**src/verilog/fetch_predict_defines.svh**
```systemverilog
// ==========================================================
// width, table size, queue depth and slot size macros
// for the two-slot fetch branch predictor
// ==========================================================
`ifndef FETCH_PREDICT_DEFINES_SVH
`define FETCH_PREDICT_DEFINES_SVH

// instruction address width in bits
`define FP_ADDR_W 32

// index bits of the target table, 1 << 10 = 1024 entries
`define FP_INDEX_W 10

// bytes per instruction slot
// slot 1 sits at pc + 5, fall-through at pc + 10
`define FP_SLOT_BYTES 5

// commit queue pointer width, 8 places
// equal pointers mean empty so at most 7 entries are held
`define FP_CQ_PTR_W 3

`endif

```
**src/verilog/fetch_predict_pkg.sv**
```systemverilog
// ==========================================================
// shared types of the fetch branch predictor
// addresses, table indexes, commit queue pointers
// ==========================================================
`default_nettype none

`include "fetch_predict_defines.svh"

package fetch_predict_pkg;

  // ==========================================================
  // address types
  // ==========================================================

  // fetch address, branch address and branch target
  typedef logic [`FP_ADDR_W-1:0] addr_t;

  // ==========================================================
  // table and queue types
  // ==========================================================

  // low bits of a branch address, selects one table entry
  typedef logic [`FP_INDEX_W-1:0] btb_index_t;

  // commit queue read / write pointer, wraps naturally
  typedef logic [`FP_CQ_PTR_W-1:0] cq_ptr_t;

endpackage

`default_nettype wire

```
**src/verilog/btb_lookup.sv**
```systemverilog
// ==========================================================
// prediction stage, tag compare for both slots,
// slot 0 priority, fall-through and output register
// ==========================================================
`default_nettype none

`include "fetch_predict_defines.svh"

module btb_lookup (
  input  logic                     rclk,
  input  logic                     rst,
  input  logic                     rd_valid,
  input  fetch_predict_pkg::addr_t rd_pc,      // fetch address of this read
  input  logic                     rd_vld0,
  input  fetch_predict_pkg::addr_t rd_tag0,
  input  fetch_predict_pkg::addr_t rd_tgt0,
  input  logic                     rd_vld1,
  input  fetch_predict_pkg::addr_t rd_tag1,
  input  fetch_predict_pkg::addr_t rd_tgt1,
  output logic                     pred_valid,
  output fetch_predict_pkg::addr_t next_pc,
  output logic                     takb,
  output logic                     takb_slot   // 0 = first slot, 1 = second
);

  import fetch_predict_pkg::*;

  addr_t slot1_pc;    // address of the second slot
  addr_t fall_pc;     // no taken branch, skip both slots
  addr_t sel_pc;
  logic  hit0;
  logic  hit1;
  logic  sel_slot;

  assign slot1_pc = rd_pc + addr_t'(`FP_SLOT_BYTES);
  assign fall_pc  = rd_pc + addr_t'(2 * `FP_SLOT_BYTES);
  assign hit0     = rd_vld0 && (rd_tag0 == rd_pc);
  assign hit1     = rd_vld1 && (rd_tag1 == slot1_pc);

  // ==========================================================
  // choose next fetch address
  // ==========================================================

  always_comb begin
    if (hit0) begin             // first slot wins when both hit
      sel_pc   = rd_tgt0;
      sel_slot = 1'b0;
    end else if (hit1) begin
      sel_pc   = rd_tgt1;
      sel_slot = 1'b1;
    end else begin
      sel_pc   = fall_pc;
      sel_slot = 1'b0;
    end
  end

  // ==========================================================
  // output register
  // ==========================================================

  always_ff @(posedge rclk) begin
    if (rst) begin
      pred_valid <= 1'b0;
      takb       <= 1'b0;
    end else begin
      pred_valid <= rd_valid;
      takb       <= rd_valid && (hit0 || hit1);  // read data stale without a fetch
    end
  end

  always_ff @(posedge rclk) begin
    next_pc   <= sel_pc;
    takb_slot <= sel_slot;
  end

  // a taken prediction belongs to a fetch and carries a stored target
  a_takb_valid : assert property (@(posedge rclk) disable iff (rst)
    takb |-> pred_valid && !$isunknown(next_pc))
    else $error("taken prediction without a valid fetch or a known target");

endmodule

`default_nettype wire

```
**config.mk**
```make
export PLATFORM = sky130hd
export DESIGN_NAME = btb_lookup
export DESIGN_NICKNAME = d
export VERILOG_FILES = /design/src/verilog/fetch_predict_pkg.sv /design/src/verilog/btb_lookup.sv
export VERILOG_INCLUDE_DIRS = /design/src /design/src/verilog
export SDC_FILE = /design/constraint.sdc
export NUM_CORES = 1
export LEC_CHECK = 0
export ABC_AREA = 1
export BUFFER_PORTS_ARGS = -buffer_cell sky130_fd_sc_hd__buf_2
export CORE_MARGIN = 2
export CORE_UTILIZATION = 45
export DETAILED_ROUTE_END_ITERATION = 7
export PLACE_DENSITY = 0.86
export SLEW_MARGIN = 25
export SYNTH_ARGS = -nofsm -noshare
export SYNTH_HDL_FRONTEND = slang
export SYNTH_SLANG_ARGS = --single-unit
```
**constraint.sdc**
```tcl
create_clock -name rclk -period 4.4 [get_ports rclk]
set_input_delay 0.44 -clock rclk [delete_from_list [all_inputs] [get_ports rclk]]
set_output_delay 0.44 -clock rclk [all_outputs]
set_load 0.02 [all_outputs]
```
==> results by group <==
Status
  • Status: finished, final reports clean

Final layout
  • Layout cells sized above 1: 0.306
  • Commonest non-fill, non-tap cell in the layout: nand2_1
  • Commonest non-fill, non-tap cells in the layout: nand2_1 (207), buf_2 (199), inv_1 (75)
  • Ant diodes: 0
  • Final instance area: 0.00513 mm²
  • Final #Nets: 1025
  • Final Util: 0.585
  • Area growth from synthesis to layout: 26.0%

Route
  • Detailed Route Iter0 Violations: 360
  • First-pass iteration count of the detailed router: 5
  • Antenna Nets Post-Route: 0
  • Avg WL per Cell: ~16 µm
  • Via density: 5.22
  • Total wire length: 15100 µm
  • Vias: 5038
  • DR DRC count: 0

Place
  • Placed cell areas: 0.00504 mm²
  • GP Congestion: 1.04
  • Post-place setup slack: between 1000 and 1500 ps
  • Hpwl dp: about 12000 µm
  • # port buffers: between 150 and 200

CTS
  • Root Buffer: clkbuf_8
  • Num CTS Buffers: 5
  • Post CTS Setup Buffer Count: 0
  • Post-CTS Hold Buffers: 0
  • Clock Path Buffers: 2
  • H-tree depth: 2
  • CTS tree: yes
  • Clock transition at the registers of the reported paths: about 70 ps
  • Post-CTS Resized: 0
  • Clock tree sinks: 35

Synth
  • Mapped Area: 0.00407 mm²
  • Synth unique cells: 38
  • FF+latch count, synth: 35
  • Synth warnings: 0
  • Synth Area in Compound Gates: 0.0461
  • Combinational family with the most area after synthesis: simple AND/OR/NAND/NOR gates
  • Part of the Yosys area used for sequential elements: 0.172
  • Mapped Nets: 848
  • Simple-gate share of the synthesized area: 0.521
  • Post-Synthesis Cells: 680
  • Adder-cell area share of the yosys netlist: 0.00923
  • Post-Synth XOR/XNOR Area: 0.131
  • Post-synthesis mux area share: 0
  • Mapped Avg Cell Area: 5.98 µm²

Die
  • Row Count: 34
  • Area of the core: slightly below 0.009 mm²
  • Die Y: roughly 99 µm
  • Area of the die: 0.00982 mm²
  • Die width: 99.1 µm
  • Initial Utilization: 0.464
  • IO Pins: 200

Timing
  • Final min period: 2940 ps
  • Crit share post-route: 0.669
  • Finish-stage setup viols: 0
  • RSZ-0062 raised after global routing: false
  • Max-slew violations: 0
  • Slew @ Worst Pin: 993 ps
  • Final hold violation count: 0
  • Fin Setup TNS: 0 ps
  • Slew margin rel.: 0.337
  • Maximum clock rate: 340 MHz
  • Final WS setup: 1460 ps

Pwr
  • Clock power frac: 0.255
  • Pwr Total: 0.928 mW
  • Max VDD drop: 123 µV
  • P_leak: 2.77 nW
  • Power Density: 181 mW/mm²
  • Flop pwr share: 0.367
  • Switching Fraction: 0.351
  • Comb pwr share: 0.379
  • Cell internal pwr: 0.602 mW
  • Sw Pwr: 0.325 mW

Critical path
  • Critical path type: in2reg
  • CP Data Arrival Time: roughly 3200 ps
  • CP Data Required Time: 4620 ps
  • Maximum fanout along the worst path: between 60 and 70
  • Worst Setup End Kind: flop
  • Critical Path Start Type: input pin

GRT
  • Initial antenna violation count: 0
  • Grt ovf: 0
  • Largest net degree at the start of global routing: 67
  • Global-route wire length before repair: around 23000 µm
  • GRT Util Overall: 0.291
  • Vias in the first global route: 4626

Hold path
  • Worst min path class: in2reg

Run
  • Max cap viols: 0
==> final cells by class <==
class | instances | area [µm²]
clock buffers | 6 | 82.6
flip-flops and latches | 35 | 701
multi-input cells | 535 | 2890
inverters | 78 | 293
clock inverters | 1 | 5.00
fillers | 931 | 3640
repair buffers | 202 | 1020
well taps | 108 | 135
==> Yosys cell counts, drive strengths merged <==
master | number | area share
a211oi | 2 | 0.0037
a21boi | 1 | 0.0018
a21oi | 3 | 0.0037
a22o | 1 | 0.0022
and2 | 1 | 0.0015
buf | 23 | 0.039
clkbuf | 9 | 0.0095
clkinv | 1 | 0.00092
dfxtp | 35 | 0.17
ha | 3 | 0.0092
inv | 77 | 0.071
nand2 | 212 | 0.20
nand3 | 92 | 0.15
nand3b | 4 | 0.0074
nand4 | 38 | 0.058
nor2 | 84 | 0.091
nor3 | 6 | 0.0074
nor3b | 1 | 0.0018
nor4 | 1 | 0.0015
o2111a | 1 | 0.0028
o2111ai | 1 | 0.0022
o21ai | 12 | 0.015
o21bai | 4 | 0.0074
o22ai | 5 | 0.0077
or2 | 2 | 0.0031
xnor2 | 21 | 0.045
xor2 | 40 | 0.086
==> power by group through the flow <==
stage | combinational (mW) | clock [mW] | sequential [mW]
global placement | 0.343 | 0 | 0.348
floorplan | 0.168 | 0 | 0.372
global route | 0.383 | 0.251 | 0.342
finish | 0.351 | 0.236 | 0.340
CTS | 0.347 | 0.238 | 0.340
detailed placement | 0.345 | 0 | 0.347
==> final timing paths <==
path / startpoint / endpoint / slack, ps / cells after the start
setup / recovery: rd_pc[27] / next_pc[15] / 1460 / 12
hold / removal: rst / pred_valid / 330 / 2
==> through the flow <==
| stage | hold WS [ps] | std cells |
|---|---|---|
| after floorplan | 519 | 680 |
| after global placement | 618 | 958 |
| after detailed placement | 627 | 958 |
| after CTS | 325 | 965 |
| after global routing | 329 | 965 |
| final | 327 | 965 |
==> routing by layer <==
metal  GRT usage  share of wire  vias to the layer above  wire, µm
met5           0              0                        -         0
met4      0.0875          0.024                        0       368
met3      0.0506          0.078                       29      1180
met2       0.504           0.47                      239      7140
met1       0.370           0.42                     2248      6360
li1            -              -                     2522         -
==> kinds of logic (layout without fill, tap and decap cells) <==
family                   count (synthesis)  in the layout
buffers and inverters                  110            287
AO/OA/AOI/OAI                           30             30
AND/OR/NAND/NOR                        441            441
XOR/XNOR                                61             61
flip-flops                              35             35
adder cells (fa/ha/maj)                  3              3
==> worst max-delay path, cell delays in order <==
cell       delay [ps]
buf_2             210
inv_1             110
nand2_1            70
o2111ai_1         110
nor3_1            340
nand2_1            90
nor2_1            180
nand3_4            70
buf_4             380
inv_1             840
nand2_1           140
nand3_1           150
==> registers in the layout, indices dropped and copies added, names as in the netlist <==
| signal | flops |
|---|---|
| takb_slot | 1 |
| next_pc | 32 |
| pred_valid | 1 |
| takb | 1 |
Note: power is estimated with default switching activity, not from simulation.
