`src/verilog/fetch_predict_defines.svh`:
```
// ==========================================================
// width, table size, queue depth and slot size macros
// for the two-slot fetch branch predictor
// ==========================================================
`ifndef FETCH_PREDICT_DEFINES_SVH
`define FETCH_PREDICT_DEFINES_SVH

// instruction address width in bits
`define FP_ADDR_W 32

// index bits of the target table, 1 << 10 = 1024 entries
`define FP_INDEX_W 10

// bytes per instruction slot
// slot 1 sits at pc + 5, fall-through at pc + 10
`define FP_SLOT_BYTES 5

// commit queue pointer width, 8 places
// equal pointers mean empty so at most 7 entries are held
`define FP_CQ_PTR_W 3

`endif

```
`src/verilog/fetch_predict_pkg.sv`:
```
// ==========================================================
// shared types of the fetch branch predictor
// addresses, table indexes, commit queue pointers
// ==========================================================
`default_nettype none

`include "fetch_predict_defines.svh"

package fetch_predict_pkg;

  // ==========================================================
  // address types
  // ==========================================================

  // fetch address, branch address and branch target
  typedef logic [`FP_ADDR_W-1:0] addr_t;

  // ==========================================================
  // table and queue types
  // ==========================================================

  // low bits of a branch address, selects one table entry
  typedef logic [`FP_INDEX_W-1:0] btb_index_t;

  // commit queue read / write pointer, wraps naturally
  typedef logic [`FP_CQ_PTR_W-1:0] cq_ptr_t;

endpackage

`default_nettype wire

```
`src/verilog/btb_commit_queue.sv`:
```
// ==========================================================
// commit queue for taken branches
// takes up to two commits per cycle in slot order and
// drains one table write per cycle from an 8-place ring
// ==========================================================
`default_nettype none

`include "fetch_predict_defines.svh"

module btb_commit_queue (
  input  logic                     rclk,
  input  logic                     rst,
  input  logic                     commit_takb0,  // slot 0 retired a taken branch
  input  fetch_predict_pkg::addr_t commit_pc0,
  input  fetch_predict_pkg::addr_t commit_tgt0,
  input  logic                     commit_takb1,  // slot 1 retired a taken branch
  input  fetch_predict_pkg::addr_t commit_pc1,
  input  fetch_predict_pkg::addr_t commit_tgt1,
  output logic                     wr_en,         // one table write per entry
  output fetch_predict_pkg::addr_t wr_pc,
  output fetch_predict_pkg::addr_t wr_tgt
);

  import fetch_predict_pkg::*;

  localparam int CQ_DEPTH = 1 << `FP_CQ_PTR_W;

  // ==========================================================
  // ring storage and pointers
  // ==========================================================

  addr_t      cq_pc  [CQ_DEPTH];  // branch address per place
  addr_t      cq_tgt [CQ_DEPTH];  // target per place
  cq_ptr_t    wr_ptr;             // next free place
  cq_ptr_t    rd_ptr;             // oldest entry
  cq_ptr_t    occupancy;
  cq_ptr_t    free_cnt;
  cq_ptr_t    slot1_ptr;          // where a slot 1 commit lands
  logic [1:0] push_cnt;           // commits offered this cycle
  logic       accept;
  logic       not_empty;

  assign occupancy = wr_ptr - rd_ptr;
  // one place always stays unused so full and empty differ
  assign free_cnt  = cq_ptr_t'(CQ_DEPTH - 1) - occupancy;
  assign push_cnt  = {1'b0, commit_takb0} + {1'b0, commit_takb1};
  assign accept    = free_cnt >= cq_ptr_t'(push_cnt);  // else whole cycle dropped
  assign not_empty = wr_ptr != rd_ptr;
  // slot 1 goes behind slot 0 when both retire together
  assign slot1_ptr = wr_ptr + cq_ptr_t'(commit_takb0);

  // ==========================================================
  // append
  // ==========================================================

  always_ff @(posedge rclk) begin
    if (accept && commit_takb0) begin
      cq_pc[wr_ptr]  <= commit_pc0;
      cq_tgt[wr_ptr] <= commit_tgt0;
    end
    if (accept && commit_takb1) begin
      cq_pc[slot1_ptr]  <= commit_pc1;
      cq_tgt[slot1_ptr] <= commit_tgt1;
    end
  end

  // ==========================================================
  // pointers and drain strobe
  // ==========================================================

  always_ff @(posedge rclk) begin
    if (rst) begin
      wr_ptr <= '0;
      rd_ptr <= '0;
      wr_en  <= 1'b0;
    end else begin
      if (accept)
        wr_ptr <= wr_ptr + cq_ptr_t'(push_cnt);
      wr_en <= not_empty;                  // oldest entry leaves this edge
      if (not_empty)
        rd_ptr <= rd_ptr + cq_ptr_t'(1);
    end
  end

  // write payload, only meaningful with wr_en
  always_ff @(posedge rclk) begin
    if (not_empty) begin
      wr_pc  <= cq_pc[rd_ptr];
      wr_tgt <= cq_tgt[rd_ptr];
    end
  end

  // ==========================================================
  // assertions
  // ==========================================================

  // places the offered commits need, same-edge drain not counted
  logic [`FP_CQ_PTR_W:0] occ_next;
  // entry count kept apart from the pointers, drains while non-zero
  logic [`FP_CQ_PTR_W:0] shadow_cnt;
  logic [`FP_CQ_PTR_W:0] shadow_pop;

  assign occ_next   = {1'b0, occupancy} + (`FP_CQ_PTR_W + 1)'(push_cnt);
  assign shadow_pop = (`FP_CQ_PTR_W + 1)'(shadow_cnt != '0);

  always_ff @(posedge rclk) begin
    if (rst)
      shadow_cnt <= '0;
    else if (accept)
      shadow_cnt <= shadow_cnt + (`FP_CQ_PTR_W + 1)'(push_cnt) - shadow_pop;
    else
      shadow_cnt <= shadow_cnt - shadow_pop;
  end

  // commit side must never offer more than the queue can hold
  a_occ_bound : assert property (@(posedge rclk) disable iff (rst)
    occ_next <= (`FP_CQ_PTR_W + 1)'(CQ_DEPTH - 1))
    else $error("commit queue overflow, occupancy would reach %0d", occ_next);

  // a table write always carries a real entry
  a_wr_from_entry : assert property (@(posedge rclk) disable iff (rst)
    wr_en |-> $past(shadow_cnt) != '0)
    else $error("table write issued from an empty commit queue");

endmodule

`default_nettype wire

```
`config.mk`:
```
export PLATFORM = sky130hd
export DESIGN_NAME = btb_commit_queue
export DESIGN_NICKNAME = d
export VERILOG_FILES = /design/src/verilog/fetch_predict_pkg.sv /design/src/verilog/btb_commit_queue.sv
export VERILOG_INCLUDE_DIRS = /design/src /design/src/verilog
export SDC_FILE = /design/constraint.sdc
export NUM_CORES = 1
export LEC_CHECK = 0
export BUFFER_PORTS_ARGS = -buffer_cell sky130_fd_sc_hd__buf_2
export CAP_MARGIN = 5
export CORE_MARGIN = 5
export CORE_UTILIZATION = 55
export CTS_CLUSTER_SIZE = 14
export DETAILED_ROUTE_END_ITERATION = 7
export GPL_TIMING_DRIVEN = 1
export PLACE_DENSITY = 0.77
export SKIP_LAST_GASP = 1
export SLEW_MARGIN = 30
export SYNTH_ARGS = -nofsm -noshare
export SYNTH_HDL_FRONTEND = slang
export SYNTH_SLANG_ARGS = --single-unit
export TNS_END_PERCENT = 50
```
`constraint.sdc`:
```
create_clock -name rclk -period 5.8 [get_ports rclk]
set_clock_uncertainty 0.2 [all_clocks]
set_input_delay 1.16 -clock rclk [delete_from_list [all_inputs] [get_ports rclk]]
set_output_delay 1.16 -clock rclk [all_outputs]
set_load 0.02 [all_outputs]
```
==> metrics <==
share of layout cells above drive strength 1=59.94%; Starting Density=55.74%; DRC=0; synth cell count leaders=edfxtp_1 (576), mux2_2 (571), mux4_2 (128); Die Y-Extent=236.0 µm; M3 GR Usage=4.252%; drt first pass iters=5; worst skew pair latency=0.62 ns; Mapped Area=0.02808 mm²; drt wl/cell=27.05 µm; reported max-cap violation count=0; Slew @ Worst Pin=0.9839 ns; post-synthesis register bit count=583; Horiz. Die Dim=236.0 µm; pin count of the biggest net entering global routing=71; CP max stage delay=0.51 ns; sequential share of the synthesized area=62.09%; area of the die=0.05568 mm²; Mapped Nets=1,606; overall routed net length=64.99 mm; pre-CTS setup slack=1.543 ns; EDFF count, synth=576; Vias/cell=6.148; Synth area leader=edfxtp_1; Max Slew Vio Count=0; status=finished, final reports clean; worst reg2reg path depth=10; ys flop type=edfxtp_1; yosys warns=0; Mean Syn Cell Area=19.19 µm²; Vias=14,770; Tmin final=3.854 ns; hpwl dp=36.36 mm; post-synthesis cell type count=35; cells after synthesis=1,463; total grt overflow=0; CTS tree=yes; hold path cells=2; Final period util=66.44%; post-synth top area share=61.59%; CP Data Required Time=5.97 ns; Leak=0.01075 µW; Buf/Inv on CP=4; Total GRT Usage=23.07%; r2r setup slk=1.95 ns; H-tree Lvls=2; number of global-route vias before repair=15,740; count leader, synth=edfxtp_1; Post-CTS Resized=0; met2 GRT Util=39.12%; GR peak layer=met2; CTS Buffer Depth=3; Crit Path Category=flop to flop; setup TNS=0 ns; asr flop ratio synth=0%; RSZ-0062 raised after global routing=no; crit path launch type=flop; Peak VDD IR=0.4926 mV; first-pass GRT wire length=98.28 mm; Slew headroom=34.41%; IO Count=197; CP Max Fanout=36; Hold Fails Final Rpt=0; CP Cell Sequence=inv_1 > ha_1 > fa_1 > ha_1 > inv_1 > o211ai_1 > buf_4 > nand3_4 > buf_12 > mux2_1; delay-heaviest family, CP=adder cells; TritonCTS Buffers=60; CTS root buf=clkbuf_16; DR iter-0 viols=1,308; Final WS setup=1.946 ns; Layout Nets=1,812; largest cells by area after synthesis=edfxtp_1 (62%), mux2_2 (23%), mux4_2 (10%); postcts setup bufs=0; Power Dens Cells=491.5 mW/mm²; maximum clock rate=0.2595 GHz; Placer Congestion=0.7639; met1 Resource Use GR=30.31%; Crit. End Element=flop; core area=0.05038 mm²; Stages on worst setup path=10; Worst-path clk slew=0.07 ns; I/O Buffers=196; min-delay worst type=flop to flop; Non-Filler Instances=2,402; CP arrival=4.02 ns; Setup Viol. Count Final=0; dpl cells=2,278; number of cell rows=82; initial antenna violation count=20; post-route ant nets=0; # hold bufs at CTS=0; Worst path slowest cell=nand3_4; Area Overhead vs Synth=13.01%; clock sink total=583
kinds of logic (layout without fill, tap and decap cells):
family	count (synthesis)	after routing	share of synthesized area, %
AND/OR/NAND/NOR	45	45	0.8243
AO/OA/AOI/OAI	16	16	0.3654
XOR/XNOR	6	6	0.2406
adder cells (fa/ha/maj)	11	11	0.5436
other	0	10	0
multiplexers	705	705	33.40
buffers and inverters	97	354	2.535
flip-flops	583	583	62.09
stage by stage:
step / power, µW / util [%] / cell area, µm² / hold WS, ns
2_1_floorplan: 10310 / - / 28090 / 0.3081
3_3_place_gp: 11840 / 59.08 / 29760 / 0.3525
3_5_place_dp: 11990 / 59.14 / 29790 / 0.3759
4_1_cts: 15720 / 62.89 / 31680 / 0.3847
5_1_grt: 16240 / 62.98 / 31730 / 0.4461
6_report: 15600 / 63.00 / 31740 / 0.3913
cell usage in the layout (no fill, tap or decap), types with 3 or more instances in the layout:
cell type / Yosys / routed
clkinv_1: 0 / 18
clkbuf_1: 22 / 15
nor2b_1: 3 / 3
buf_4: 0 / 19
mux2_2: 571 / 571
edfxtp_1: 576 / 576
mux4_2: 128 / 128
nand2_1: 8 / 8
bufinv_16: 0 / 4
clkinv_2: 0 / 12
buf_12: 0 / 13
xor2_1: 3 / 3
buf_2: 20 / 196
a31oi_1: 5 / 5
dfxtp_1: 7 / 4
dfxtp_4: 0 / 3
nand2_4: 0 / 6
clkbuf_16: 0 / 62
diode_2: 0 / 10
nor2_1: 19 / 13
nor2_4: 0 / 6
ha_1: 9 / 9
a21oi_1: 5 / 3
mux2_1: 5 / 5
inv_1: 9 / 8
per-layer routing:
| metal | routed length [µm] | vias to the layer above |
|---|---|---|
| met2 | 33010 | 411 |
| li1 | - | 6437 |
| met3 | 3503 | 128 |
| met1 | 26490 | 7772 |
| met4 | 1856 | 20 |
| met5 | 129 | - |
worst min-delay path, stage by stage, from the launching register on:
cell     delay [ns]
dfxtp_1        0.39
nand2_1        0.10
a21oi_1        0.06
state kept, by name, indices dropped and copies added, names as in the netlist:
signal  flops
cq_pc     256
cq_tgt    256
wr_pc      32
wr_tgt     32
rd_ptr      3
wr_ptr      3
wr_en       1
where the power goes:
part | internal [µW] | switching, µW
Clock | 2130 | 1610
Sequential | 6350 | 313
Combinational | 2240 | 2960
final timing paths:
path,startpoint,endpoint
setup / recovery,wr_ptr[0],cq_pc[4][14]
setup reg to reg,wr_ptr[0],cq_pc[4][14]
hold reg to reg,wr_ptr[0],wr_ptr[0]
hold / removal,wr_ptr[0],wr_ptr[0]
area by class of cell:
cell class              count  area, µm²
diodes                     10      25.02
clock buffers              77       1608
clock inverters            36      279.0
fillers                  3568      18640
inverters                   9      35.03
multi-input cells         783      10040
flip-flops and latches    583      17450
well taps                 672      840.8
repair buffers            232       1461
No activity file was read; power rests on OpenSTA's default activity.
